## src/hw/cpu_pkg.sv

```systemverilog
package cpu_pkg;

	localparam int WORD_W = 16;
	localparam int REG_ADDR_W = 3;
	localparam int NUM_REGS = 8;

	typedef logic [WORD_W-1:0] word_t;
	typedef logic [REG_ADDR_W-1:0] reg_addr_t;

	// Instruction bits 15..11
	typedef enum logic [4:0] {
		OP_NOP   = 5'b00000,
		OP_B     = 5'b00010,
		OP_BEQZ  = 5'b00100,
		OP_ADDIU = 5'b01001,
		OP_LI    = 5'b01101,
		OP_LW    = 5'b10011,
		OP_SW    = 5'b11011,
		OP_RTYPE = 5'b11100,
		OP_JR    = 5'b11101
	} opcode_e;

	// R-type function, bits 2..0
	typedef enum logic [2:0] {
		F_ADDU = 3'b001,
		F_SLT  = 3'b010,
		F_SUBU = 3'b011,
		F_AND  = 3'b100,
		F_OR   = 3'b101
	} funct_e;

	typedef enum logic [2:0] {
		ALU_ADD   = 3'd0,
		ALU_SUB   = 3'd1,
		ALU_AND   = 3'd2,
		ALU_OR    = 3'd3,
		ALU_SLT   = 3'd4,
		ALU_PASSB = 3'd5
	} alu_op_e;

endpackage

```

## src/hw/fetch_unit.sv

```systemverilog
`timescale 1ns/1ps

module fetch_unit #(
	parameter int IMEM_WORDS = 256
) (
	input  logic           clk,
	input  logic           rst_n,
	input  logic           boot_done,
	input  logic           redirect,
	input  cpu_pkg::word_t redirect_pc,
	input  cpu_pkg::word_t imem_rdata,
	output cpu_pkg::word_t imem_raddr,
	output cpu_pkg::word_t id_inst,
	output cpu_pkg::word_t id_pc
);

	cpu_pkg::word_t pc_q;
	cpu_pkg::word_t pc_next;

	assign imem_raddr = pc_q;

	// Delay slot already in flight, only the following fetch moves
	assign pc_next = redirect ? redirect_pc : pc_q + 16'd1;

	always_ff @(posedge clk) begin
		if (!rst_n || !boot_done) begin
			pc_q <= '0;
			id_inst <= {cpu_pkg::OP_NOP, 11'd0};
			id_pc <= '0;
		end else begin
			pc_q <= cpu_pkg::word_t'(pc_next % IMEM_WORDS);
			id_inst <= imem_rdata;
			id_pc <= pc_q;
		end
	end

endmodule

```

## config.mk

```make
export PLATFORM = sky130hd
export DESIGN_NAME = fetch_unit
export DESIGN_NICKNAME = d
export VERILOG_FILES = /design/src/hw/cpu_pkg.sv /design/src/hw/fetch_unit.sv
export SDC_FILE = /design/constraint.sdc
export NUM_CORES = 1
export LEC_CHECK = 0
export ABC_AREA = 1
export BUFFER_PORTS_ARGS = -buffer_cell sky130_fd_sc_hd__clkbuf_2
export CELL_PAD_IN_SITES_DETAIL_PLACEMENT = 0
export CELL_PAD_IN_SITES_GLOBAL_PLACEMENT = 2
export CORE_UTILIZATION = 18
export DETAILED_ROUTE_END_ITERATION = 10
export MAX_ROUTING_LAYER = met4
export PLACE_DENSITY = 0.79
export SLEW_MARGIN = 25
export SYNTH_ARGS = -nofsm -noshare
export SYNTH_HDL_FRONTEND = slang
export SYNTH_SLANG_ARGS = --single-unit
```

## constraint.sdc

```tcl
create_clock -name clk -period 1 [get_ports clk]
set_input_delay 0.05 -clock clk [delete_from_list [all_inputs] [get_ports clk]]
set_output_delay 0.05 -clock clk [all_outputs]
set_load 0.02 [all_outputs]
```

==> summary.md <==
| Metric | Value |
|---|---|
| Detailed-router iteration count before antenna repair | `7` |
| Yosys reg bits | `32` |
| Number of H-tree levels | `2` |
| Worst-path cell chain | `ha_4 > nand3_2 > o21ai_2 > nand3_1 > nand2_1 > inv_1` |
| Layout cells sized above 1 | `between 30% and 40%` |
| Critical Path RT | `about 1.2 ns` |
| Post-DR wirelength/cell | `~9.2 um` |
| Vias in the first global route | `1,063` |
| Final instance area | `around 1900 um^2` |
| Critical path's top delay family | `flip-flops` |
| Final min period | `just over 1 ns` |
| IO Count | `84` |
| DP HPWL | `2150 um` |
| Leak pwr | `roughly 1.0 nW` |
| Post-CTS setup buffer count | `0` |
| Diode count | `0` |
| Routed vias | `1,106` |
| Maximum clock insertion buffer count | `2` |
| Fmax | `about 990 MHz` |
| Violated checks | `DRC, setup timing` |
| Largest net degree at the start of global routing | `18` |
| Sequential area share after synthesis | `between 50% and 60%` |
| Core area | `about 6400 um^2` |
| Vias/cell | `3.47` |
| Avg Inst Size Synth | `7.83 um^2` |
| Worst reg2reg endpoint | `imem_raddr[6]` |
| Grt total ovfl | `0` |
| Total CTS buffers | `5` |
| Root Buffer | `clkbuf_8` |
| Placed Cells | `295` |
| Synth top area share | `approximately 53%` |
| Pwr Density | `~1400 nW/um^2` |
| Die area | `~7100 um^2` |
| CP arrival | `around 1.2 ns` |
| Starting Density | `roughly a fifth` |
| Clk_skew | `roughly 0.0023 ns` |
| Cell taking the most area after synthesis | `dfxtp_1` |
| Dominant cells by area after synthesis | `dfxtp_1, nor2_1, buf_4, inv_1, nand2_1` |
| Initial DRC Count | `31` |
| CP peak stage delay | `roughly 0.37 ns` |
| FF-to-FF Start | `imem_raddr[1]` |
| Final worst-path cycle share | `101%` |
| Peak VDD IR | `between 0.3 and 0.4 mV` |
| Path category of the worst min-delay check | `primary input to flop` |
| Yosys warning total | `0` |
| Clk_lat worst skew | `between 0.2 and 0.3 ns` |
| First-pass GRT wire length | `4860 um` |
| Slowest CP cell | `dfxtp_4` |
| ANT nets after route | `0` |
| Final Hold Vio Count | `0` |
| Crit path capture type | `flop` |
| Total clock sinks | `32` |
| Hold_ws | `~0.011 ns` |
| Slew Limit Fails | `0` |
| Worst setup endpoint | `imem_raddr[6]` |
| Initial antenna violation count | `0` |
| Mapped cell area | `1210 um^2` |
| Synth Instances | `about 160` |
| Critical path class | `flop to flop` |
| Setup crit start kind | `flop` |
| Routability cong. | `~0.70` |
| Detailed Route WL | `just under 3000 um` |
| Setup repair after global routing missed its margin | `true` |
| Width of the die | `84.1 um` |
| Max cap viols | `0` |
| Layout area overhead | `57.3%` |
| Filler cells | `just under 700` |
| Number of remaining DRC errors | `14` |
| Critical Path Stages | `6` |
| Final setup violating endpoints | `1` |
| Distinct cells, synth | `16` |
| Worst Path Max Fanout | `4` |
| Status | `finished, violations left` |
| CP Launch Point | `imem_raddr[1]` |
| Placed Instance Area | `between 1500 and 2000 um^2` |
| Final Non-Filler Cells | `~320` |
| Total Power | `about 2.7 mW` |
| Chip Height | `approximately 84 um` |
| Clock slew at reported path FFs | `roughly 0.060 ns` |
| Pre-CTS WS | `-0.0574 ns` |
| R2R depth | `6` |
| Min setup slack post-route | `-0.00820 ns` |
| Port bufs | `roughly 60` |
| Tot GR Track Use | `under 10%` |
| Critical path buffers and inverters | `1` |
| NumNets Final | `278` |
| Reg-to-reg slack, setup | `-0.008 ns` |
| Row count | `29` |
| TritonCTS clock tree | `yes` |
[layout make-up]
cell class              instances  area, um^2  share of cell area, %
flip-flops and latches         32         657                   34.4
repair buffers                 84         546                   28.6
multi-input cells              89         412                   21.6
inverters                      29         109                   5.70
well taps                      77        96.3                   5.05
clock buffers                   8        90.1                   4.72
[timing repair]
item / in CTS / in global routing
hold buffers: 16 / 0
setup endpoints to repair: 4 / 9
pin swaps: 0 / 5
resized for setup: 4 / 18
hold endpoints to repair: 16 / 0
[state kept, by name (all words and copies together) (netlist names)]
register	flops
id_inst	16
id_pc	8
imem_raddr	8
[worst min path at each step]
stage | start | to | slack (ns) | cells past startpoint
2_1_floorplan | imem_rdata[0] | id_inst[0] | 0.16 | 2
3_3_place_gp | imem_rdata[7] | id_inst[7] | 0.25 | 3
3_5_place_dp | imem_rdata[12] | id_inst[12] | 0.25 | 3
4_1_cts | redirect_pc[1] | imem_raddr[1] | 0.006 | 3
5_1_grt | redirect_pc[1] | imem_raddr[1] | 0.04 | 3
6_report | redirect_pc[1] | imem_raddr[1] | 0.01 | 3
[layout by cell type, fill, tap and decap left out, drive strengths merged]
master / instances
a21oi: 4
buf: 12
clkbuf: 64
conb: 16
dfxtp: 32
dlygate4sd3: 16
ha: 1
inv: 29
nand2: 15
nand3: 5
nor2: 39
o21ai: 8
xor2: 1
[tightest hold or removal path: stages]
cell	delay, ns
clkbuf_2	0.08
nand2_1	0.06
a21oi_1	0.06
[cell families (layout without fill, tap and decap cells)]
kind of cell             Yosys count  in the layout  share of synthesized area (%)
AO/OA/AOI/OAI                     12             12                           4.95
flip-flops                        32             32                           52.8
adder cells (fa/ha/maj)            1              1                           1.03
buffers and inverters             49            121                           21.0
AND/OR/NAND/NOR                   59             59                           19.2
other                              1             16                          0.309
XOR/XNOR                           1              1                          0.722
[metal layers]
layer | GRT usage [%] | routed length (um) | vias up
li1 | - | - | 591
met1 | 10.5 | 1260 | 451
met2 | 14.8 | 1330 | 58
met3 | 2.97 | 265 | 6
met4 | 6.11 | 80 | 0
met5 | - | 0 | -
[power breakdown]
part | switching (mW) | total [mW] | internal [mW] | leakage [nW]
sequential | 0.0252 | 1.34 | 1.32 | 0.265
clock | 0.446 | 1.01 | 0.560 | 0.0455
combinational | 0.229 | 0.398 | 0.169 | 0.703
[synth_stat cells, drive strengths merged]
master,number
nor2,39
dfxtp,32
inv,29
buf,20
nand2,15
o21ai,8
nand3,5
a21oi,4
conb,1
ha,1
xor2,1
[per-stage QoR]
step	setup TNS (ns)	utilization, %
after floorplan	-0.0439	-
after global placement	-0.0115	24.9
after detailed placement	-0.0760	24.9
after CTS	-0.0202	29.1
after global routing	-0.254	29.7
final	-0.00820	29.7
(Power assumes the default switching activity.)
