**config.mk**
```make
export PLATFORM = sky130hd
export DESIGN_NAME = word_ram
export DESIGN_NICKNAME = d
export VERILOG_FILES = /design/src/hw/cpu_pkg.sv /design/src/hw/word_ram.sv
export SDC_FILE = /design/constraint.sdc
export NUM_CORES = 2
export LEC_CHECK = 0
export ABC_AREA = 0
export BUFFER_PORTS_ARGS = -buffer_cell sky130_fd_sc_hd__buf_2
export CORE_MARGIN = 2
export CORE_UTILIZATION = 55
export CTS_CLUSTER_SIZE = 40
export DETAILED_ROUTE_END_ITERATION = 6
export HOLD_SLACK_MARGIN = 0.12
export MAX_ROUTING_LAYER = met4
export PLACE_DENSITY = 0.7
export SLEW_MARGIN = 10
export SYNTH_ARGS = -nofsm -noshare
export SYNTH_HDL_FRONTEND = slang
export SYNTH_SLANG_ARGS = --single-unit
export TNS_END_PERCENT = 20
```
**constraint.sdc**
```tcl
create_clock -name clk -period 5 [get_ports clk]
set_input_delay 1 -clock clk [delete_from_list [all_inputs] [get_ports clk]]
set_output_delay 1 -clock clk [all_outputs]
set_load 0.005 [all_outputs]
```
**src/hw/cpu_pkg.sv**
```systemverilog
package cpu_pkg;

	localparam int WORD_W = 16;
	localparam int REG_ADDR_W = 3;
	localparam int NUM_REGS = 8;

	typedef logic [WORD_W-1:0] word_t;
	typedef logic [REG_ADDR_W-1:0] reg_addr_t;

	// Instruction bits 15..11
	typedef enum logic [4:0] {
		OP_NOP   = 5'b00000,
		OP_B     = 5'b00010,
		OP_BEQZ  = 5'b00100,
		OP_ADDIU = 5'b01001,
		OP_LI    = 5'b01101,
		OP_LW    = 5'b10011,
		OP_SW    = 5'b11011,
		OP_RTYPE = 5'b11100,
		OP_JR    = 5'b11101
	} opcode_e;

	// R-type function, bits 2..0
	typedef enum logic [2:0] {
		F_ADDU = 3'b001,
		F_SLT  = 3'b010,
		F_SUBU = 3'b011,
		F_AND  = 3'b100,
		F_OR   = 3'b101
	} funct_e;

	typedef enum logic [2:0] {
		ALU_ADD   = 3'd0,
		ALU_SUB   = 3'd1,
		ALU_AND   = 3'd2,
		ALU_OR    = 3'd3,
		ALU_SLT   = 3'd4,
		ALU_PASSB = 3'd5
	} alu_op_e;

endpackage

```
**src/hw/word_ram.sv**
```systemverilog
`timescale 1ns/1ps

module word_ram #(
	parameter int WORDS = 256
) (
	input  logic           clk,
	input  logic           we,
	input  cpu_pkg::word_t waddr,
	input  cpu_pkg::word_t wdata,
	input  cpu_pkg::word_t raddr,
	output cpu_pkg::word_t rdata
);

	localparam int AW = $clog2(WORDS);

	cpu_pkg::word_t mem [WORDS];

	always_ff @(posedge clk) begin
		if (we) begin
			mem[waddr[AW-1:0]] <= wdata;
		end
	end

	// Asynchronous read
	assign rdata = mem[raddr[AW-1:0]];

endmodule

```
==> results.md <==
* Violations in the final reports: negative setup slack
* Top cell type by total area after synthesis: sky130_fd_sc_hd__edfxtp_1
* TritonCTS sink count at 4096
* First-pass GRT wire length at 582.4 mm
* Number of DRC markers in iteration 0 at 11.06k
* Critical Path End Type: primary output
* PwrDens at 389.6 nW/um2
* Setup WS pre-CTS at -1.050 ns
* Vias per std cell at around 6.5
* Area delta synth->final at 16.42%
* TritonRoute pass-1 iters at 7
* Vias at 81.54k
* Final ANT Viol Nets at 0
* Mapped Nets at 7394
* Critical Setup Path Class: primary input to primary output
* Estimated wirelength of the detail-placed design at 250.6 mm
* Total of hold buffers inserted after clock tree synthesis at 0
* CP max FO at 7
* Endpoint required time on the critical path at 4.00 ns
* Setup Total Neg Slack at -0.5348 ns
* Largest family of logic cells by synthesized area: multiplexers
* Worst hold margin at 0.5277 ns
* Synth Instances at 7344
* Effective utilization at floorplan at 0.5516
* Number of antenna violations at the first check in global routing at 16
* Maximum clock frequency at roughly 200 MHz
* Simple-gate area share of the yosys netlist at 0.01577
* Ratio of cells with drive above 1 in the final layout at 0.3089
* Maxcap violations at 0
* CP arrival at 4.11 ns
* CTS clk-pin slew, worst paths at 0.06 ns
* Number of distinct library cells after synthesis at 51
* Die outline width at 540.6 um
* Worst-case setup margin in the final layout at -0.1115 ns
* Via count of the first global-routing pass at just over 80k
* NumNets Final at 8399
* Share of flip-flops with an asynchronous set or reset at 0
* FF+latch area at approximately 120000 um2
* Footprint of the multi-input gates at ~34000 um2
* Overflow left after global routing at 0
* Number of enable flip-flop cells after synthesis at 4096
* Clock tree buffer depth at 4
* Multiplexer area fraction after synthesis at 0.1553
* Class of the most critical hold timing path: primary input to flop
* Flip-flop cell with the highest count after synthesis: sky130_fd_sc_hd__edfxtp_1
* GP Congestion at 0.9852
* Share of the synthesized netlist area taken by xor and xnor gates at 0
* TritonCTS clock tree: built
* Period Utilization, post-route at 1.022
* Final Hold Vio Count at 0
* Count of unresolved DRC violations after routing at 0
* Cell area after technology mapping at 158400 um2
* Seq/Total Area, Yosys at 0.7765
* Floorplan row count at 197
* Fraction of synthesized cell area taken by the top area cell type at 0.7765
* Yosys reg bits at 4096
* Worst Tran Pin Value at 1.291 ns
* Element type at the critical path start: primary input
* Count of warnings emitted by yosys at 0
* H-tree lvl count at 5
* Synth top area cells: sky130_fd_sc_hd__edfxtp_1 78%, sky130_fd_sc_hd__mux4_2 11%, sky130_fd_sc_hd__mux2i_1 3.6%
* Leakage power total at 59.93 nW
* Unrepaired setup endpoints after global routing: true
* Outcome: complete, but fails checks
* Endpoints failing setup at 10
* Number of top-level pins at 66
* Number of buffers added by the clock tree synthesis step at 404
* Number of pins with negative max-slew slack in the final report at 0
* Pin count of the biggest net entering global routing at 146
* Fraction of the mapped netlist area in adder cells at 0
* I/O Buffers at about 50
* Wirelength, routed at 411.3 mm
* Final core utilization at 0.6422
* Worst slew margin at 0.1393
* Clock root buffer: sky130_fd_sc_hd__clkbuf_16
* Die Area at 292300 um2
* Total GRT Usage at 0.2874
* Average cell area after synthesis at 21.57 um2
* Compound-gate portion of the synthesized area at 0.03544
* Clock period minus worst slack at 5.111 ns
* Post-detailed-route wirelength per cell at approximately 33 um
* Filler cell count at 18.40k
* Worst vdd rail ir drop at 0.3332 mV
* CORE AREA at 287200 um2
* Die Height at approximately 540 um
* Flip-flop count of the largest register after layout at 4096
==> path summary, 6_finish.rpt <==
path                   from                     to  slack, ns  depth (start not counted)
setup / recovery   raddr[0]               rdata[4]      -0.11                         12
hold / removal    wdata[11]  mem[76][11]$_DFFE_PP_       0.53                          1
==> logic make-up (layout without fill, tap and decap cells) <==
kind of cell / after synthesis / after routing
flops: 4096 / 4096
buf+inv: 456 / 1799
other cells: 0 / 11
mux: 1450 / 1450
simple gates: 556 / 556
compound gates: 786 / 786
==> synth_stat cells (3+ instances only) <==
library cell / number
sky130_fd_sc_hd__mux4_2: 797
sky130_fd_sc_hd__or2_2: 4
sky130_fd_sc_hd__clkbuf_1: 230
sky130_fd_sc_hd__a211oi_1: 18
sky130_fd_sc_hd__a2111oi_0: 6
sky130_fd_sc_hd__and3_1: 11
sky130_fd_sc_hd__nor2b_1: 9
sky130_fd_sc_hd__buf_4: 26
sky130_fd_sc_hd__a22oi_1: 43
sky130_fd_sc_hd__nand2b_1: 3
sky130_fd_sc_hd__buf_2: 76
sky130_fd_sc_hd__o22ai_1: 148
sky130_fd_sc_hd__a31oi_1: 6
sky130_fd_sc_hd__buf_12: 5
sky130_fd_sc_hd__nand4_1: 26
sky130_fd_sc_hd__nand2_1: 38
sky130_fd_sc_hd__nand3_1: 35
sky130_fd_sc_hd__a21oi_1: 175
sky130_fd_sc_hd__nor2_1: 304
sky130_fd_sc_hd__nor4_1: 17
sky130_fd_sc_hd__o32ai_1: 20
sky130_fd_sc_hd__a22o_1: 32
sky130_fd_sc_hd__nor3_1: 92
sky130_fd_sc_hd__mux2_2: 88
sky130_fd_sc_hd__buf_8: 11
sky130_fd_sc_hd__buf_1: 27
sky130_fd_sc_hd__inv_1: 3
sky130_fd_sc_hd__buf_6: 77
sky130_fd_sc_hd__nand4b_1: 3
sky130_fd_sc_hd__o21ai_0: 37
sky130_fd_sc_hd__o31ai_1: 16
sky130_fd_sc_hd__edfxtp_1: 4096
sky130_fd_sc_hd__mux2i_1: 565
sky130_fd_sc_hd__a221oi_1: 28
sky130_fd_sc_hd__o221ai_1: 252
==> power by group <==
group          switching, mW  total (mW)  leakage (nW)  internal [mW]
logic                   2.54        4.17          16.8           1.64
clock network           12.9        29.8          6.33           16.9
registers             0.0172        37.9          36.8           37.9
total                   15.5        71.9          59.9           56.3
==> through the flow <==
step | power, mW | std cells | instance area, um2
finish | 71.85 | 12480 | 184400
global route | 73.58 | 12470 | 184400
CTS | 72.01 | 12450 | 183700
detailed placement | 42.52 | 11670 | 169700
global placement | 42.42 | 11670 | 169700
floorplan | 40.47 | 7344 | 158400
==> layout make-up <==
class / instances / area share
flip-flops and latches: 4096 / 0.6670
multi-input cells: 2792 / 0.1823
clock buffers: 473 / 0.05634
repair buffers: 1051 / 0.05404
well taps: 3781 / 0.02565
clock inverters: 271 / 0.01434
inverters: 4 / 0.0001493
diodes: 11 / 0.0001493
==> metal layers <==
layer / wire [um] / share of wire / global-route usage / up-vias
li1: - / - / - / 33280
met1: 152600 / 0.37 / 0.3860 / 42780
met2: 194700 / 0.47 / 0.4332 / 4689
met3: 45340 / 0.11 / 0.06368 / 789
met4: 18690 / 0.045 / 0.1135 / 0
met5: 0 / 0 / - / -
==> worst max-delay path: stages <==
cell	delay [ns]
sky130_fd_sc_hd__buf_16	0.14
sky130_fd_sc_hd__buf_16	0.19
sky130_fd_sc_hd__buf_16	0.18
sky130_fd_sc_hd__buf_12	0.14
sky130_fd_sc_hd__mux4_2	0.34
sky130_fd_sc_hd__nor2_1	0.05
sky130_fd_sc_hd__a22oi_1	0.23
sky130_fd_sc_hd__nand4_1	0.46
sky130_fd_sc_hd__buf_4	0.31
sky130_fd_sc_hd__or4b_4	0.56
sky130_fd_sc_hd__nor4_4	0.24
sky130_fd_sc_hd__buf_2	0.18
==> what timing repair did <==
action	4_1_cts	5_1_grt
gates resized for setup	95	87
hold endpoints to repair	0	0
buffers inserted	25	19
endpoints found under the setup margin	16	15
pin swaps	12	21
gates cloned	5	4
==> cells in the final DEF (no fill, tap or decap), drive strengths merged, types with 21 or more instances in the layout <==
master  count
o22ai     148
a22oi      43
nand2      38
mux2       88
nor2      304
clkbuf    478
o21ai      38
edfxtp   4096
buf      1043
o221ai    253
a21oi     175
bufinv     37
o32ai      21
nand4      26
nor3       92
a22o       32
clkinv    203
nand3      35
a221oi     28
mux4      797
mux2i     565
Power figures use the tool's default switching activity.
