==> config.mk <==
export PLATFORM = sky130hd
export DESIGN_NAME = decode_unit
export DESIGN_NICKNAME = d
export VERILOG_FILES = /design/src/hw/cpu_pkg.sv /design/src/hw/decode_unit.sv
export SDC_FILE = /design/constraint.sdc
export NUM_CORES = 1
export LEC_CHECK = 0
export ABC_AREA = 1
export ABC_CLOCK_PERIOD_IN_PS = 7730
export BUFFER_PORTS_ARGS = -buffer_cell sky130_fd_sc_hd__buf_2
export CAP_MARGIN = 0
export CORE_UTILIZATION = 45
export CTS_CLUSTER_SIZE = 30
export DETAILED_ROUTE_END_ITERATION = 6
export PLACE_DENSITY_LB_ADDON = 0.3
export REMOVE_ABC_BUFFERS = 1
export SLEW_MARGIN = 20
export SYNTH_ARGS = -nofsm -noshare
export SYNTH_HDL_FRONTEND = slang
export SYNTH_SLANG_ARGS = --single-unit
==> constraint.sdc <==
create_clock -name clk -period 7.73 [get_ports clk]
set_clock_uncertainty 0.1 [all_clocks]
set_input_delay 0.773 -clock clk [delete_from_list [all_inputs] [get_ports clk]]
set_output_delay 0.773 -clock clk [all_outputs]
set_load 0.005 [all_outputs]
==> src/hw/cpu_pkg.sv <==
package cpu_pkg;

	localparam int WORD_W = 16;
	localparam int REG_ADDR_W = 3;
	localparam int NUM_REGS = 8;

	typedef logic [WORD_W-1:0] word_t;
	typedef logic [REG_ADDR_W-1:0] reg_addr_t;

	// Instruction bits 15..11
	typedef enum logic [4:0] {
		OP_NOP   = 5'b00000,
		OP_B     = 5'b00010,
		OP_BEQZ  = 5'b00100,
		OP_ADDIU = 5'b01001,
		OP_LI    = 5'b01101,
		OP_LW    = 5'b10011,
		OP_SW    = 5'b11011,
		OP_RTYPE = 5'b11100,
		OP_JR    = 5'b11101
	} opcode_e;

	// R-type function, bits 2..0
	typedef enum logic [2:0] {
		F_ADDU = 3'b001,
		F_SLT  = 3'b010,
		F_SUBU = 3'b011,
		F_AND  = 3'b100,
		F_OR   = 3'b101
	} funct_e;

	typedef enum logic [2:0] {
		ALU_ADD   = 3'd0,
		ALU_SUB   = 3'd1,
		ALU_AND   = 3'd2,
		ALU_OR    = 3'd3,
		ALU_SLT   = 3'd4,
		ALU_PASSB = 3'd5
	} alu_op_e;

endpackage

==> src/hw/decode_unit.sv <==
`timescale 1ns/1ps

module decode_unit (
	input  logic               clk,
	input  logic               rst_n,
	input  cpu_pkg::word_t     id_inst,
	input  cpu_pkg::word_t     id_pc,
	input  cpu_pkg::word_t     rd_value1,
	input  cpu_pkg::word_t     rd_value2,
	output cpu_pkg::reg_addr_t rd_addr1,
	output cpu_pkg::reg_addr_t rd_addr2,
	output logic               redirect,
	output cpu_pkg::word_t     redirect_pc,
	output cpu_pkg::alu_op_e   ex_alu_op,
	output cpu_pkg::word_t     ex_op_a,
	output cpu_pkg::word_t     ex_op_b,
	output cpu_pkg::word_t     ex_store_data,
	output logic               ex_mem_rd,
	output logic               ex_mem_wr,
	output logic               ex_reg_wr,
	output cpu_pkg::reg_addr_t ex_reg_addr
);

	cpu_pkg::opcode_e   opcode;
	cpu_pkg::funct_e    funct;
	cpu_pkg::reg_addr_t rz;
	cpu_pkg::word_t     imm8_z;
	cpu_pkg::word_t     imm8_s;
	cpu_pkg::word_t     imm5_s;
	cpu_pkg::word_t     imm11_s;
	cpu_pkg::word_t     pc_plus1;
	cpu_pkg::alu_op_e   alu_op;
	cpu_pkg::word_t     op_a;
	cpu_pkg::word_t     op_b;
	logic               mem_rd;
	logic               mem_wr;
	logic               reg_wr;
	cpu_pkg::reg_addr_t reg_addr;

	assign opcode = cpu_pkg::opcode_e'(id_inst[15:11]);
	assign funct = cpu_pkg::funct_e'(id_inst[2:0]);
	assign rd_addr1 = id_inst[10:8];
	assign rd_addr2 = id_inst[7:5];
	assign rz = id_inst[4:2];

	assign imm8_z = {8'd0, id_inst[7:0]};
	assign imm8_s = {{8{id_inst[7]}}, id_inst[7:0]};
	assign imm5_s = {{11{id_inst[4]}}, id_inst[4:0]};
	assign imm11_s = {{5{id_inst[10]}}, id_inst[10:0]};
	assign pc_plus1 = id_pc + 16'd1;

	always_comb begin
		alu_op = cpu_pkg::ALU_ADD;
		op_a = rd_value1;
		op_b = '0;
		mem_rd = 1'b0;
		mem_wr = 1'b0;
		reg_wr = 1'b0;
		reg_addr = rd_addr1;
		redirect = 1'b0;
		redirect_pc = pc_plus1 + imm8_s;
		case (opcode)
			cpu_pkg::OP_LI: begin
				alu_op = cpu_pkg::ALU_PASSB;
				op_b = imm8_z;
				reg_wr = 1'b1;
			end
			cpu_pkg::OP_ADDIU: begin
				op_b = imm8_s;
				reg_wr = 1'b1;
			end
			cpu_pkg::OP_RTYPE: begin
				op_b = rd_value2;
				reg_addr = rz;
				reg_wr = 1'b1;
				case (funct)
					cpu_pkg::F_ADDU: alu_op = cpu_pkg::ALU_ADD;
					cpu_pkg::F_SUBU: alu_op = cpu_pkg::ALU_SUB;
					cpu_pkg::F_AND:  alu_op = cpu_pkg::ALU_AND;
					cpu_pkg::F_OR:   alu_op = cpu_pkg::ALU_OR;
					cpu_pkg::F_SLT:  alu_op = cpu_pkg::ALU_SLT;
					default:         reg_wr = 1'b0;
				endcase
			end
			// Address is ry plus imm5
			cpu_pkg::OP_LW: begin
				op_a = rd_value2;
				op_b = imm5_s;
				mem_rd = 1'b1;
				reg_wr = 1'b1;
			end
			cpu_pkg::OP_SW: begin
				op_a = rd_value2;
				op_b = imm5_s;
				mem_wr = 1'b1;
			end
			cpu_pkg::OP_B: begin
				redirect = 1'b1;
				redirect_pc = pc_plus1 + imm11_s;
			end
			cpu_pkg::OP_BEQZ: redirect = (rd_value1 == '0);
			cpu_pkg::OP_JR: begin
				redirect = 1'b1;
				redirect_pc = rd_value1;
			end
			// NOP and undefined opcodes
			default: ;
		endcase
	end

	always_ff @(posedge clk) begin
		if (!rst_n) begin
			ex_mem_rd <= 1'b0;
			ex_mem_wr <= 1'b0;
			ex_reg_wr <= 1'b0;
		end else begin
			ex_mem_rd <= mem_rd;
			ex_mem_wr <= mem_wr;
			ex_reg_wr <= reg_wr;
		end
	end

	always_ff @(posedge clk) begin
		ex_alu_op <= alu_op;
		ex_op_a <= op_a;
		ex_op_b <= op_b;
		ex_store_data <= rd_value1;
		ex_reg_addr <= reg_addr;
	end

endmodule

==> impl_metrics.yaml <==
drt:
  first_iter_violations: 147
  vias: 3219
  routedWlPerCell_um: 12.81
  avgViaCountPerCell: 4.790
  wirelength_mm: 8.609
  drtAntennaViolNets: 0
  drc: 0
  drtPass1Iterations: 4
pwr:
  p_int_uw: 593.1
  ir_drop_uv: 73.32
  power.leakage_nw: 2.204
  p_per_area_nw_per_um2: 192.8
  combinationalPowerShare_pct: 22.6
  pwr-share-clk_pct: 38.7
  power_uw: 805.8
  power_switching_uw: 212.6
  seq_power_share_pct: 38.7
  netSwitchingFraction_pct: 26.39
die:
  die-area_sq_um: 7402
  core_sq_um: 6794
  die_h_um: 86.04
  die_w_um: 86.04
  fp-row-count: 30
  initial_core_util_pct: 46.78
  ios: 146
clock_network:
  root_buffer: "clkbuf_8"
  hold_buffers: 0
  cts_num_sinks: 57
  clockBufferDepth: 2
  post_cts.repair.setup_buffers: 0
  cts_made_buffers: 9
  cts_tree: "yes"
  path_clk_slew_ns: 0.06
  htree_levels: 3
  cts_resized: 0
critical_path:
  cp-start-kind: "input pin"
  worstPathArrival_ns: 3.23
  worstPathMaxFanout: 4
  worstPathRequired_ns: 6.86
  startpoint: "id_pc[0]"
  critical_path_class: "in2out"
  worst_setup_path_end_kind: "output port"
  crit_path_end: "redirect_pc[13]"
timing:
  max_slew_margin_pct: 35.25
  setup_tns_ns: 0
  setup_viol: 0
  fin_hold_ws_ns: 0.5036
  fmax_mhz: 243.8
  hold_violations: 0
  period_share_pct: 53.06
  postLayoutSetupSlackWorst_ns: 3.629
  tightest_slew_ns: 0.9684
  slew_violations: 0
  grt_setup_unrepaired: "no"
  fin_crit_ns: 4.101
global_route:
  grt_pass1_wl_mm: 13.23
  antenna_found_initial: 0
  grt-ovfl-total: 0
  grt_use_total_pct: 23.01
  grt_max_degree: 35
  grt_pass1_vias: 2876
yosys:
  syn_inst: 429
  ys_seq_elements: 57
  synth_top_family_by_area: "simple AND/OR/NAND/NOR gates"
  synth.distinct_cells: 38
  synthAdderAreaFrac_pct: 6.535
  seq_area_frac_synth_pct: 35.91
  yosysWarnings: 0
  synth-simple-area-share_pct: 29.09
  syn-cell-area_sq_um: 3178
  yosys.area_share.xor_xnor_pct: 5.787
  synth.area.mux_share_pct: 0
  synth_area_per_cell_sq_um: 7.408
  synth_compound_area_share_pct: 13.27
cells_and_area:
  final_core_utilization_pct: 61.51
  multiInputGateArea_sq_um: 1738
  area_delta_synth_final_pct: 31.50
  nFillCells: 622
  n_antenna_cell: 0
  seq_area_sq_um: 1141
  drive_gt1_share_pct: 34.38
  final_nets: 654
place:
  gp_congestion: 0.9500
  io_buffers: 145
  hpwl_mm: 6.909
  dp_slack_ns: 3.637
run:
  maxCapViolCount: 0
outcome:
  status: "complete, no violations"
worst_hold_path:
  hp-class: "in2reg"
layout make-up:
class	count	area share, %
repair buffers	145	17.37
well taps	96	2.874
multi-input cells	299	41.59
flip-flops and latches	57	27.31
clock buffers	13	4.042
clock inverters	2	1.437
inverters	60	5.389
cell usage after synthesis:
| master | count | area share (%) |
|---|---|---|
| nand2_1 | 94 | 11 |
| dfxtp_1 | 57 | 36 |
| inv_1 | 54 | 6.4 |
| o21ai_0 | 42 | 6.6 |
| nand3_1 | 24 | 3.8 |
| nor2_1 | 21 | 2.5 |
| ha_1 | 15 | 5.9 |
| a21oi_1 | 13 | 2.0 |
| nand2_2 | 11 | 2.2 |
| xor2_1 | 11 | 3.0 |
| xnor2_1 | 10 | 2.8 |
| nand4_1 | 9 | 1.8 |
| buf_4 | 6 | 1.4 |
| inv_2 | 6 | 0.71 |
| clkbuf_1 | 5 | 0.59 |
| nor2_4 | 5 | 1.8 |
| nor4_1 | 5 | 0.98 |
| o22ai_1 | 5 | 0.98 |
| nor2_2 | 4 | 0.79 |
| nand2_4 | 3 | 1.1 |
| nor3_1 | 3 | 0.47 |
| nor3_2 | 3 | 0.94 |
| o21bai_1 | 3 | 0.71 |
| a31oi_1 | 2 | 0.39 |
| buf_2 | 2 | 0.31 |
| nand3_2 | 2 | 0.63 |
| o211ai_1 | 2 | 0.47 |
| o21ai_2 | 2 | 0.55 |
| a31o_2 | 1 | 0.28 |
| and2_1 | 1 | 0.20 |
| fa_1 | 1 | 0.63 |
| nand3_4 | 1 | 0.55 |
| nand4_2 | 1 | 0.39 |
| o2111ai_1 | 1 | 0.28 |
| o21ai_1 | 1 | 0.16 |
| o311ai_0 | 1 | 0.28 |
| o31ai_1 | 1 | 0.24 |
| o41ai_1 | 1 | 0.28 |
layout by cell type (no fill, tap or decap), types with 4 or more instances in the layout:
master    count
nor2_4        5
buf_2       145
xnor2_1      10
clkbuf_8     12
nand2_2      11
inv_1        54
dfxtp_1      57
nor4_1        5
a21oi_1      13
o22ai_1       5
nand2_1      94
o21ai_0      42
nor2_1       21
nand4_1       9
ha_1         15
inv_2         6
xor2_1       11
nor2_2        4
nand3_1      24
how the worst min path moves through the flow:
| stage | start | endpoint | slack [ns] | cells after the start |
|---|---|---|---|---|
| after floorplan | rd_value1[0] | ex_store_data[0]$_DFF_P_ | 0.70 | 0 |
| after global placement | rd_value1[9] | ex_store_data[9]$_DFF_P_ | 0.82 | 1 |
| after detailed placement | rd_value1[9] | ex_store_data[9]$_DFF_P_ | 0.83 | 1 |
| after CTS | rd_value1[15] | ex_store_data[15]$_DFF_P_ | 0.49 | 1 |
| after global routing | rd_value1[15] | ex_store_data[15]$_DFF_P_ | 0.49 | 1 |
| final | rd_value1[9] | ex_store_data[9]$_DFF_P_ | 0.50 | 1 |
power by group through the flow:
stage	Sequential, mW	Combinational (mW)	Clock [mW]
CTS	0.312	0.182	0.316
finish	0.312	0.182	0.312
detailed placement	0.318	0.181	0
global route	0.313	0.203	0.327
global placement	0.318	0.178	0
floorplan	0.321	0.0968	0
stage by stage:
step	cells	instance area (sq um)
floorplan	416	3104
global placement	657	3950
detailed placement	657	3950
CTS	672	4179
global route	672	4179
finish	672	4179
registers in the layout, summed over array words and instances, names as in the netlist:
| register | count |
|---|---|
| ex_store_data | 16 |
| ex_mem_wr | 1 |
| ex_reg_wr | 1 |
| ex_mem_rd | 1 |
| ex_reg_addr | 3 |
| ex_op_b | 16 |
| ex_op_a | 16 |
| ex_alu_op | 3 |
routing by layer:
layer	vias to the layer above	GRT usage, %	wire length, um
li1	1680	-	-
met1	1406	27.84	3728
met2	113	39.61	4248
met3	20	3.176	370
met4	0	11.97	261
met5	-	0	0
cell families (layout without fill, tap and decap cells):
kind of cell	Yosys count	count (layout)
adders and majority gates	16	16
and+or+nand+nor	187	187
xor gates and xnor gates	21	21
DFF	57	57
AOI/OAI and AO/OA	75	75
buffers and inverters	73	220
worst max-delay path, cell delays in order:
cell	delay [ns]
buf_2	0.11
ha_1	0.18
nand2_1	0.11
nor3_2	0.24
nand3_1	0.14
nor2_1	0.18
xor2_1	0.17
ha_1	0.29
nand2_1	0.11
nor2_1	0.06
nand3_1	0.08
o2111ai_1	0.18
and2_1	0.22
nor2_1	0.08
nand2_1	0.05
nand3_1	0.07
nand2_1	0.06
buf_2	0.12
No activity file was read; power rests on OpenSTA's default activity.
