$ cat config.mk
export PLATFORM = sky130hd
export DESIGN_NAME = alu
export DESIGN_NICKNAME = d
export VERILOG_FILES = /design/src/hw/cpu_pkg.sv /design/src/hw/alu.sv
export SDC_FILE = /design/constraint.sdc
export NUM_CORES = 1
export LEC_CHECK = 0
export ABC_AREA = 1
export BUFFER_PORTS_ARGS = -buffer_cell sky130_fd_sc_hd__clkbuf_2
export CORE_UTILIZATION = 30
export DETAILED_ROUTE_END_ITERATION = 10
export GPL_TIMING_DRIVEN = 0
export PLACE_DENSITY = 0.45
export SYNTH_ARGS = -nofsm -noshare
export SYNTH_HDL_FRONTEND = slang
export SYNTH_SLANG_ARGS = --single-unit
$ cat constraint.sdc
create_clock -name vclk -period 2.1
set_clock_uncertainty 0.1 [all_clocks]
set_input_delay 0.315 -clock vclk [all_inputs]
set_output_delay 0.315 -clock vclk [all_outputs]
set_load 0.01 [all_outputs]
$ cat src/hw/cpu_pkg.sv
package cpu_pkg;

	localparam int WORD_W = 16;
	localparam int REG_ADDR_W = 3;
	localparam int NUM_REGS = 8;

	typedef logic [WORD_W-1:0] word_t;
	typedef logic [REG_ADDR_W-1:0] reg_addr_t;

	// Instruction bits 15..11
	typedef enum logic [4:0] {
		OP_NOP   = 5'b00000,
		OP_B     = 5'b00010,
		OP_BEQZ  = 5'b00100,
		OP_ADDIU = 5'b01001,
		OP_LI    = 5'b01101,
		OP_LW    = 5'b10011,
		OP_SW    = 5'b11011,
		OP_RTYPE = 5'b11100,
		OP_JR    = 5'b11101
	} opcode_e;

	// R-type function, bits 2..0
	typedef enum logic [2:0] {
		F_ADDU = 3'b001,
		F_SLT  = 3'b010,
		F_SUBU = 3'b011,
		F_AND  = 3'b100,
		F_OR   = 3'b101
	} funct_e;

	typedef enum logic [2:0] {
		ALU_ADD   = 3'd0,
		ALU_SUB   = 3'd1,
		ALU_AND   = 3'd2,
		ALU_OR    = 3'd3,
		ALU_SLT   = 3'd4,
		ALU_PASSB = 3'd5
	} alu_op_e;

endpackage

$ cat src/hw/alu.sv
`timescale 1ns/1ps

module alu (
	input  cpu_pkg::alu_op_e op,
	input  cpu_pkg::word_t   a,
	input  cpu_pkg::word_t   b,
	output cpu_pkg::word_t   res
);

	logic less;

	// Signed compare for SLT
	assign less = ($signed(a) < $signed(b));

	always_comb begin
		case (op)
			cpu_pkg::ALU_ADD:   res = a + b;
			cpu_pkg::ALU_SUB:   res = a - b;
			cpu_pkg::ALU_AND:   res = a & b;
			cpu_pkg::ALU_OR:    res = a | b;
			cpu_pkg::ALU_SLT:   res = {15'd0, less};
			cpu_pkg::ALU_PASSB: res = b;
			default:            res = '0;
		endcase
	end

endmodule

==> results_tabular.tex, run 1 <==
\begin{tabular}{lr}
\hline
Metric & Value \\
\hline
\multicolumn{2}{l}{\textbf{GRT}} \\
Global router's overall resource usage & 21.43\% \\
Pin count of the biggest net entering global routing & 11 \\
Global route total overflow & 0 \\
Number of antenna violations at the first check in global routing & 0 \\
Via count of the first global-routing pass & 3,418 \\
Wire length of the first global-routing pass & 16.87 mm \\
\multicolumn{2}{l}{\textbf{Logic synthesis}} \\
Count of warnings emitted by yosys & 0 \\
Post-Synthesis Mean Instance Area & 5.396 um\^{}2 \\
Largest area contributor in the netlist & ha\_1 \\
Post-synth top area share & 22.21\% \\
Sequential fraction of the synthesis area & 0\% \\
Syn Nets & 609 \\
Main area contributors after synthesis & ha\_1 (22\%), nand2\_1 (20\%), inv\_1 (16\%) \\
Count of cell types in the netlist & 31 \\
Synthesized area & 2816 um\^{}2 \\
Cells after synthesis & 522 \\
\multicolumn{2}{l}{\textbf{Timing}} \\
Worst rel slew slack & 68.83\% \\
Upper clock frequency limit & 455.5 MHz \\
Worst-case hold slack & 0.8615 ns \\
Slew at the pin with the worst max-slew slack & 0.4661 ns \\
Period minus WS final & 2.195 ns \\
Final setup fails & 10 \\
Slack of the critical path & -0.09538 ns \\
Setup repair after global routing missed its margin & true \\
Number of hold violations in the final report & 0 \\
Ratio of final minimum period to clock period & 104.5\% \\
Final-report max-slew violation count & 0 \\
\multicolumn{2}{l}{\textbf{Placement}} \\
Routability congestion estimate from global placement & 0.8423 \\
PortBufs & 50 \\
Placed wire-length estimate after detailed placement & 7.731 mm \\
Placed Area & 3202 um\^{}2 \\
\multicolumn{2}{l}{\textbf{Routing}} \\
Number of search-and-repair iterations in the first detailed-routing pass & 4 \\
Aggregate routed wire length & 10.73 mm \\
DR vias/cell & 4.985 \\
Post-route ant nets & 0 \\
Total number of vias & 3,584 \\
Remaining design rule violation count & 0 \\
Number of DRC markers in iteration 0 & 190 \\
Routed wire per std cell & 14.92 um \\
\multicolumn{2}{l}{\textbf{Critical path}} \\
WS Path Type & input pin to output port \\
Cell type with the highest occurrence count on the critical path & nand3\_2 \\
Ordered list of cells on the worst path & clkbuf\_16, ha\_4, inv\_4, fa\_2, inv\_2, nand4\_1, nand2\_2, nand3\_2, nand2\_1, nand2\_1, nand3\_2, nand3\_2, buf\_6 \\
Max stage delay on crit path & 0.34 ns \\
Worst Setup End Kind & output port \\
Required time of the critical path & 1.68 ns \\
Critical Path Start Type & input pin \\
Cell type of the slowest stage on the worst timing path & fa\_2 \\
Maximum fanout along the worst path & 3 \\
Endpoint arrival time on the critical path & 1.78 ns \\
\multicolumn{2}{l}{\textbf{Floorplanning}} \\
Count of boundary I/O pins & 51 \\
Initial Utilization & 31.68\% \\
Chip Width & 98.89 um \\
Placement Rows & 34 \\
Total die area & 9779 um\^{}2 \\
Chip Height & 98.89 um \\
Standard cell core area & 8891 um\^{}2 \\
\multicolumn{2}{l}{\textbf{CTS}} \\
Number of hold-repair buffers added at the cts stage & 0 \\
\multicolumn{2}{l}{\textbf{Final layout}} \\
Area growth syn-to-layout & 65.30\% \\
Total Nets Final & 700 \\
Design Area, Final & 4656 um\^{}2 \\
Footprint of the flip-flops and latches & 0 um\^{}2 \\
Ratio of cells with drive above 1 in the final layout & 50.25\% \\
Most used cells in the layout excluding fill and tap cells & nand2\_1 (90), inv\_1 (71), nand2\_2 (43) \\
Most common cell after layout, fill and taps aside & nand2\_1 \\
Clock buffer count in the final layout & 0 \\
Final sequential cell count & 0 \\
ANT cells & 0 \\
\multicolumn{2}{l}{\textbf{Job}} \\
Number of max-cap violations & 0 \\
\multicolumn{2}{l}{\textbf{Worst hold path}} \\
Worst min-delay path class & input pin to output port \\
\multicolumn{2}{l}{\textbf{Pwr}} \\
Lkg Pwr & 2.415 nW \\
Worst vdd ir & 0.1065 mV \\
Power per cell area & 274.1 nW/um\^{}2 \\
\multicolumn{2}{l}{\textbf{Run status}} \\
Status & finished with violations \\
Failing checks & negative setup slack \\
\hline
\end{tabular}
## synthesized netlist by cell type (2+ instances only)
library cell,count
o2111ai_1,2
ha_1,50
nor2_2,3
nand4_1,8
nand3_1,58
inv_2,3
inv_1,117
a21oi_1,35
o22ai_1,13
o21bai_1,4
nor3_1,4
nor2_1,29
nand3_2,2
buf_4,8
buf_6,4
a21boi_0,3
a31oi_1,2
fa_1,2
nand2_1,153
o21ai_0,6
nor3_4,2
buf_2,5
## per-layer routing
metal	vias to the layer above	GRT usage, %	part of all wire [%]
met1	1667	30.49	46
met2	73	37.28	48
met3	9	0.4965	4.3
met5	-	0	0
met4	0	1.837	1.2
li1	1835	-	-
## cell families after synthesis
kind of cell,after synthesis,share of synthesized area (%)
compound gates,70,14.57
fa+ha+maj,52,23.63
simple gates,263,41.18
buf+inv,137,20.61
## worst paths after layout
path	startpoint	endpoint	slack, ns	cells after the start
max	b[0]	res[10]	-0.1	13
min	b[11]	res[11]	0.86	4
## stage by stage
stage / utilization [%] / TNS [ns] / total power, W / std cells / setup slack (ns)
CTS: 46.66 / -0.7954 / 0.001078 / 709 / -0.1596
global route: 52.36 / -1.741 / 0.001390 / 719 / -0.1931
global placement: 36.01 / -3.876 / 0.0007706 / 680 / -0.3740
detailed placement: 36.01 / -4.035 / 0.0007725 / 680 / -0.3739
finish: 52.36 / -0.5804 / 0.001276 / 719 / -0.09538
floorplan: - / 0 / 0.0005303 / 522 / 0.05709
## worst max-delay path: cells and delay by family
| kind | cells | cell delay (ns) |
|---|---|---|
| buffers and inverters | 4 | 0.37 |
| adder cells (fa/ha/maj) | 2 | 0.48 |
| AND/OR/NAND/NOR | 7 | 0.59 |
## what timing repair did
action	CTS	global route
buffers inserted	27	15
resized for setup	197	149
endpoints found under the setup margin	15	15
pin swaps	59	51
cloned	4	0
## area by class of cell
class | count | area [um^2]
tap | 108 | 135.1
inverter | 120 | 505.5
timing repair buffer | 95 | 805.8
fill | 906 | 4235
buffer | 11 | 117.6
multi-input combinational | 385 | 3092
## power by group
part / switching (W) / internal (W)
clock network: 0 / 0
registers: 0 / 0
logic: 0.000725 / 0.000551
total: 0.000725 / 0.000551
No activity file was read; power rests on OpenSTA's default activity.
==> inputs of run 2 (changes only) <==
- CORE_ASPECT_RATIO: default -> 0.6
==> results_tabular.tex, run 2 (synthesis results as in run 1) <==
\begin{tabular}{lr}
\hline
Metric & Value \\
\hline
\multicolumn{2}{l}{\textbf{Final layout}} \\
Clock buffer count in the final layout & 0 (unchanged) \\
ANT cells & 0 (unchanged) \\
Most used cells in the layout excluding fill and tap cells & nand2\_1 (92), inv\_1 (71), nand2\_2 (49) \\
Most common cell after layout, fill and taps aside & nand2\_1 \\
Ratio of cells with drive above 1 in the final layout & 49.26\% (-0.99 points) \\
Fill cell count & 883 (-2.5\%) \\
Footprint of the flip-flops and latches & 0 um\^{}2 (unchanged) \\
Total Nets Final & 696 (-0.57\%) \\
Area growth syn-to-layout & 64.55\% \\
Final sequential cell count & 0 (unchanged) \\
\multicolumn{2}{l}{\textbf{GRT}} \\
Number of antenna violations at the first check in global routing & 0 (unchanged) \\
Pin count of the biggest net entering global routing & 11 (unchanged) \\
Global route total overflow & 0 (unchanged) \\
Via count of the first global-routing pass & 3,306 (-3.3\%) \\
Global router's overall resource usage & 22.51\% (+1.1 points) \\
Wire length of the first global-routing pass & 17.45 mm (+3.4\%) \\
\multicolumn{2}{l}{\textbf{Critical path}} \\
Maximum fanout along the worst path & 8 (+5) \\
Buffers plus inverters on the worst setup path & 4 (unchanged) \\
Cell type of the slowest stage on the worst timing path & ha\_4 \\
Required time of the critical path & 1.68 ns (about the same) \\
Critical Path Start Type & input pin \\
Family of cells with the greatest summed delay on the critical path & simple AND/OR/NAND/NOR gates \\
Worst Setup End Kind & output port \\
Ordered list of cells on the worst path & buf\_8, inv\_4, ha\_4, buf\_6, nor2\_4, and2\_4, nand2\_2, nand2\_4, nand2\_4, nand2\_1, nand2\_1, nand3\_1, nand3\_1, buf\_2 \\
Max stage delay on crit path & 0.28 ns (-0.06 ns) \\
Endpoint arrival time on the critical path & 1.84 ns (+0.06 ns) \\
WS Path Type & input pin to output port \\
\multicolumn{2}{l}{\textbf{Floorplanning}} \\
Count of boundary I/O pins & 51 (unchanged) \\
Chip Height & 77.05 um (-22\%) \\
Placement Rows & 26 (-24\%) \\
Standard cell core area & 8816 um\^{}2 (-0.84\%) \\
Total die area & 9792 um\^{}2 (+0.13\%) \\
Initial Utilization & 31.95\% (+0.27 points) \\
Chip Width & 127.1 um (+29\%) \\
\multicolumn{2}{l}{\textbf{Placement}} \\
PortBufs & 50 (unchanged) \\
Routability congestion estimate from global placement & 0.8618 (+2.3\%) \\
Placed wire-length estimate after detailed placement & 8.331 mm (+7.8\%) \\
Placement-stage worst setup slack & -0.4030 ns (-0.02907 ns) \\
\multicolumn{2}{l}{\textbf{Timing}} \\
Ratio of final minimum period to clock period & 107.2\% (+2.6 points) \\
Upper clock frequency limit & 444.4 MHz (-2.4\%) \\
Slew at the pin with the worst max-slew slack & 0.4886 ns (+0.02250 ns) \\
Setup repair after global routing missed its margin & true \\
Final setup fails & 13 (+3) \\
Period minus WS final & 2.250 ns (+0.05495 ns) \\
Worst rel slew slack & 67.32\% (-1.5 points) \\
Slack of the critical path & -0.1503 ns (-0.05495 ns) \\
Final-report max-slew violation count & 0 (unchanged) \\
Number of hold violations in the final report & 0 (unchanged) \\
\multicolumn{2}{l}{\textbf{Pwr}} \\
Design Power & 0.001274 W (-0.17\%) \\
Worst vdd ir & 0.1091 mV (+2.4\%) \\
Lkg Pwr & 2.406 nW (-0.34\%) \\
Power per cell area & 274.9 nW/um\^{}2 (+0.29\%) \\
\multicolumn{2}{l}{\textbf{Run status}} \\
Failing checks & negative setup slack \\
Status & finished with violations \\
\multicolumn{2}{l}{\textbf{CTS}} \\
Number of hold-repair buffers added at the cts stage & 0 (unchanged) \\
\multicolumn{2}{l}{\textbf{Routing}} \\
Number of DRC markers in iteration 0 & 209 (+10\%) \\
Aggregate routed wire length & 11.32 mm (+5.5\%) \\
Remaining design rule violation count & 0 (unchanged) \\
Post-route ant nets & 0 (unchanged) \\
Routed wire per std cell & 15.44 um (+3.5\%) \\
Total number of vias & 3,619 (+0.98\%) \\
Number of search-and-repair iterations in the first detailed-routing pass & 5 (+1) \\
DR vias/cell & 4.937 (-0.95\%) \\
\multicolumn{2}{l}{\textbf{Job}} \\
Number of max-cap violations & 0 (unchanged) \\
\multicolumn{2}{l}{\textbf{Worst hold path}} \\
Worst min-delay path class & input pin to output port \\
\hline
\end{tabular}
run 2: cell type report:
| class | count | area, um^2 | area share (%) |
|---|---|---|---|
| timing repair buffer | 88 | 768.2 | 16.58 |
| buffer | 14 | 166.4 | 3.591 |
| tap | 126 | 157.7 | 3.402 |
| inverter | 120 | 500.5 | 10.80 |
| multi-input combinational | 385 | 3042 | 65.63 |
run 2: final timing paths:
path                  startpoint       to  slack (ns)  cells after the start
worst min-delay path        b[5]   res[5]        0.85                      4
worst max-delay path        a[4]  res[15]       -0.15                     14
run 2: repair_timing:
| action | CTS | global route |
|---|---|---|
| gates resized for setup | 207 | 119 |
| endpoints found under the setup margin | 15 | 15 |
| gates cloned | 3 | 0 |
| setup buffers | 20 | 15 |
| pin swaps | 58 | 54 |
run 2: through the flow:
stage	utilization (%)	TNS (ns)	cell area, um^2	hold slack (ns)	instances
2_1_floorplan	-	0	2816	0.6743	522
3_3_place_gp	36.57	-4.217	3224	0.8907	698
3_5_place_dp	36.57	-4.269	3224	0.8980	698
4_1_cts	47.40	-1.023	4179	0.8876	719
5_1_grt	52.57	-2.058	4634	0.8773	733
6_report	52.57	-1.142	4634	0.8514	733
run 2: power breakdown:
group / leakage, nW / internal (W) / total [W] / switching [W]
combinational: 2.41 / 0.000542 / 0.00127 / 0.000732
clock: 0 / 0 / 0 / 0
sequential: 0 / 0 / 0 / 0
run 2: per-layer routing:
metal  GRT usage [%]  part of all wire, %  up-vias
li1                -                    -     1828
met1           36.67                   53     1664
met2           33.35                   41      119
met3          0.6281                  5.8        8
met4          0.7143                 0.47        0
met5               0                    0        -
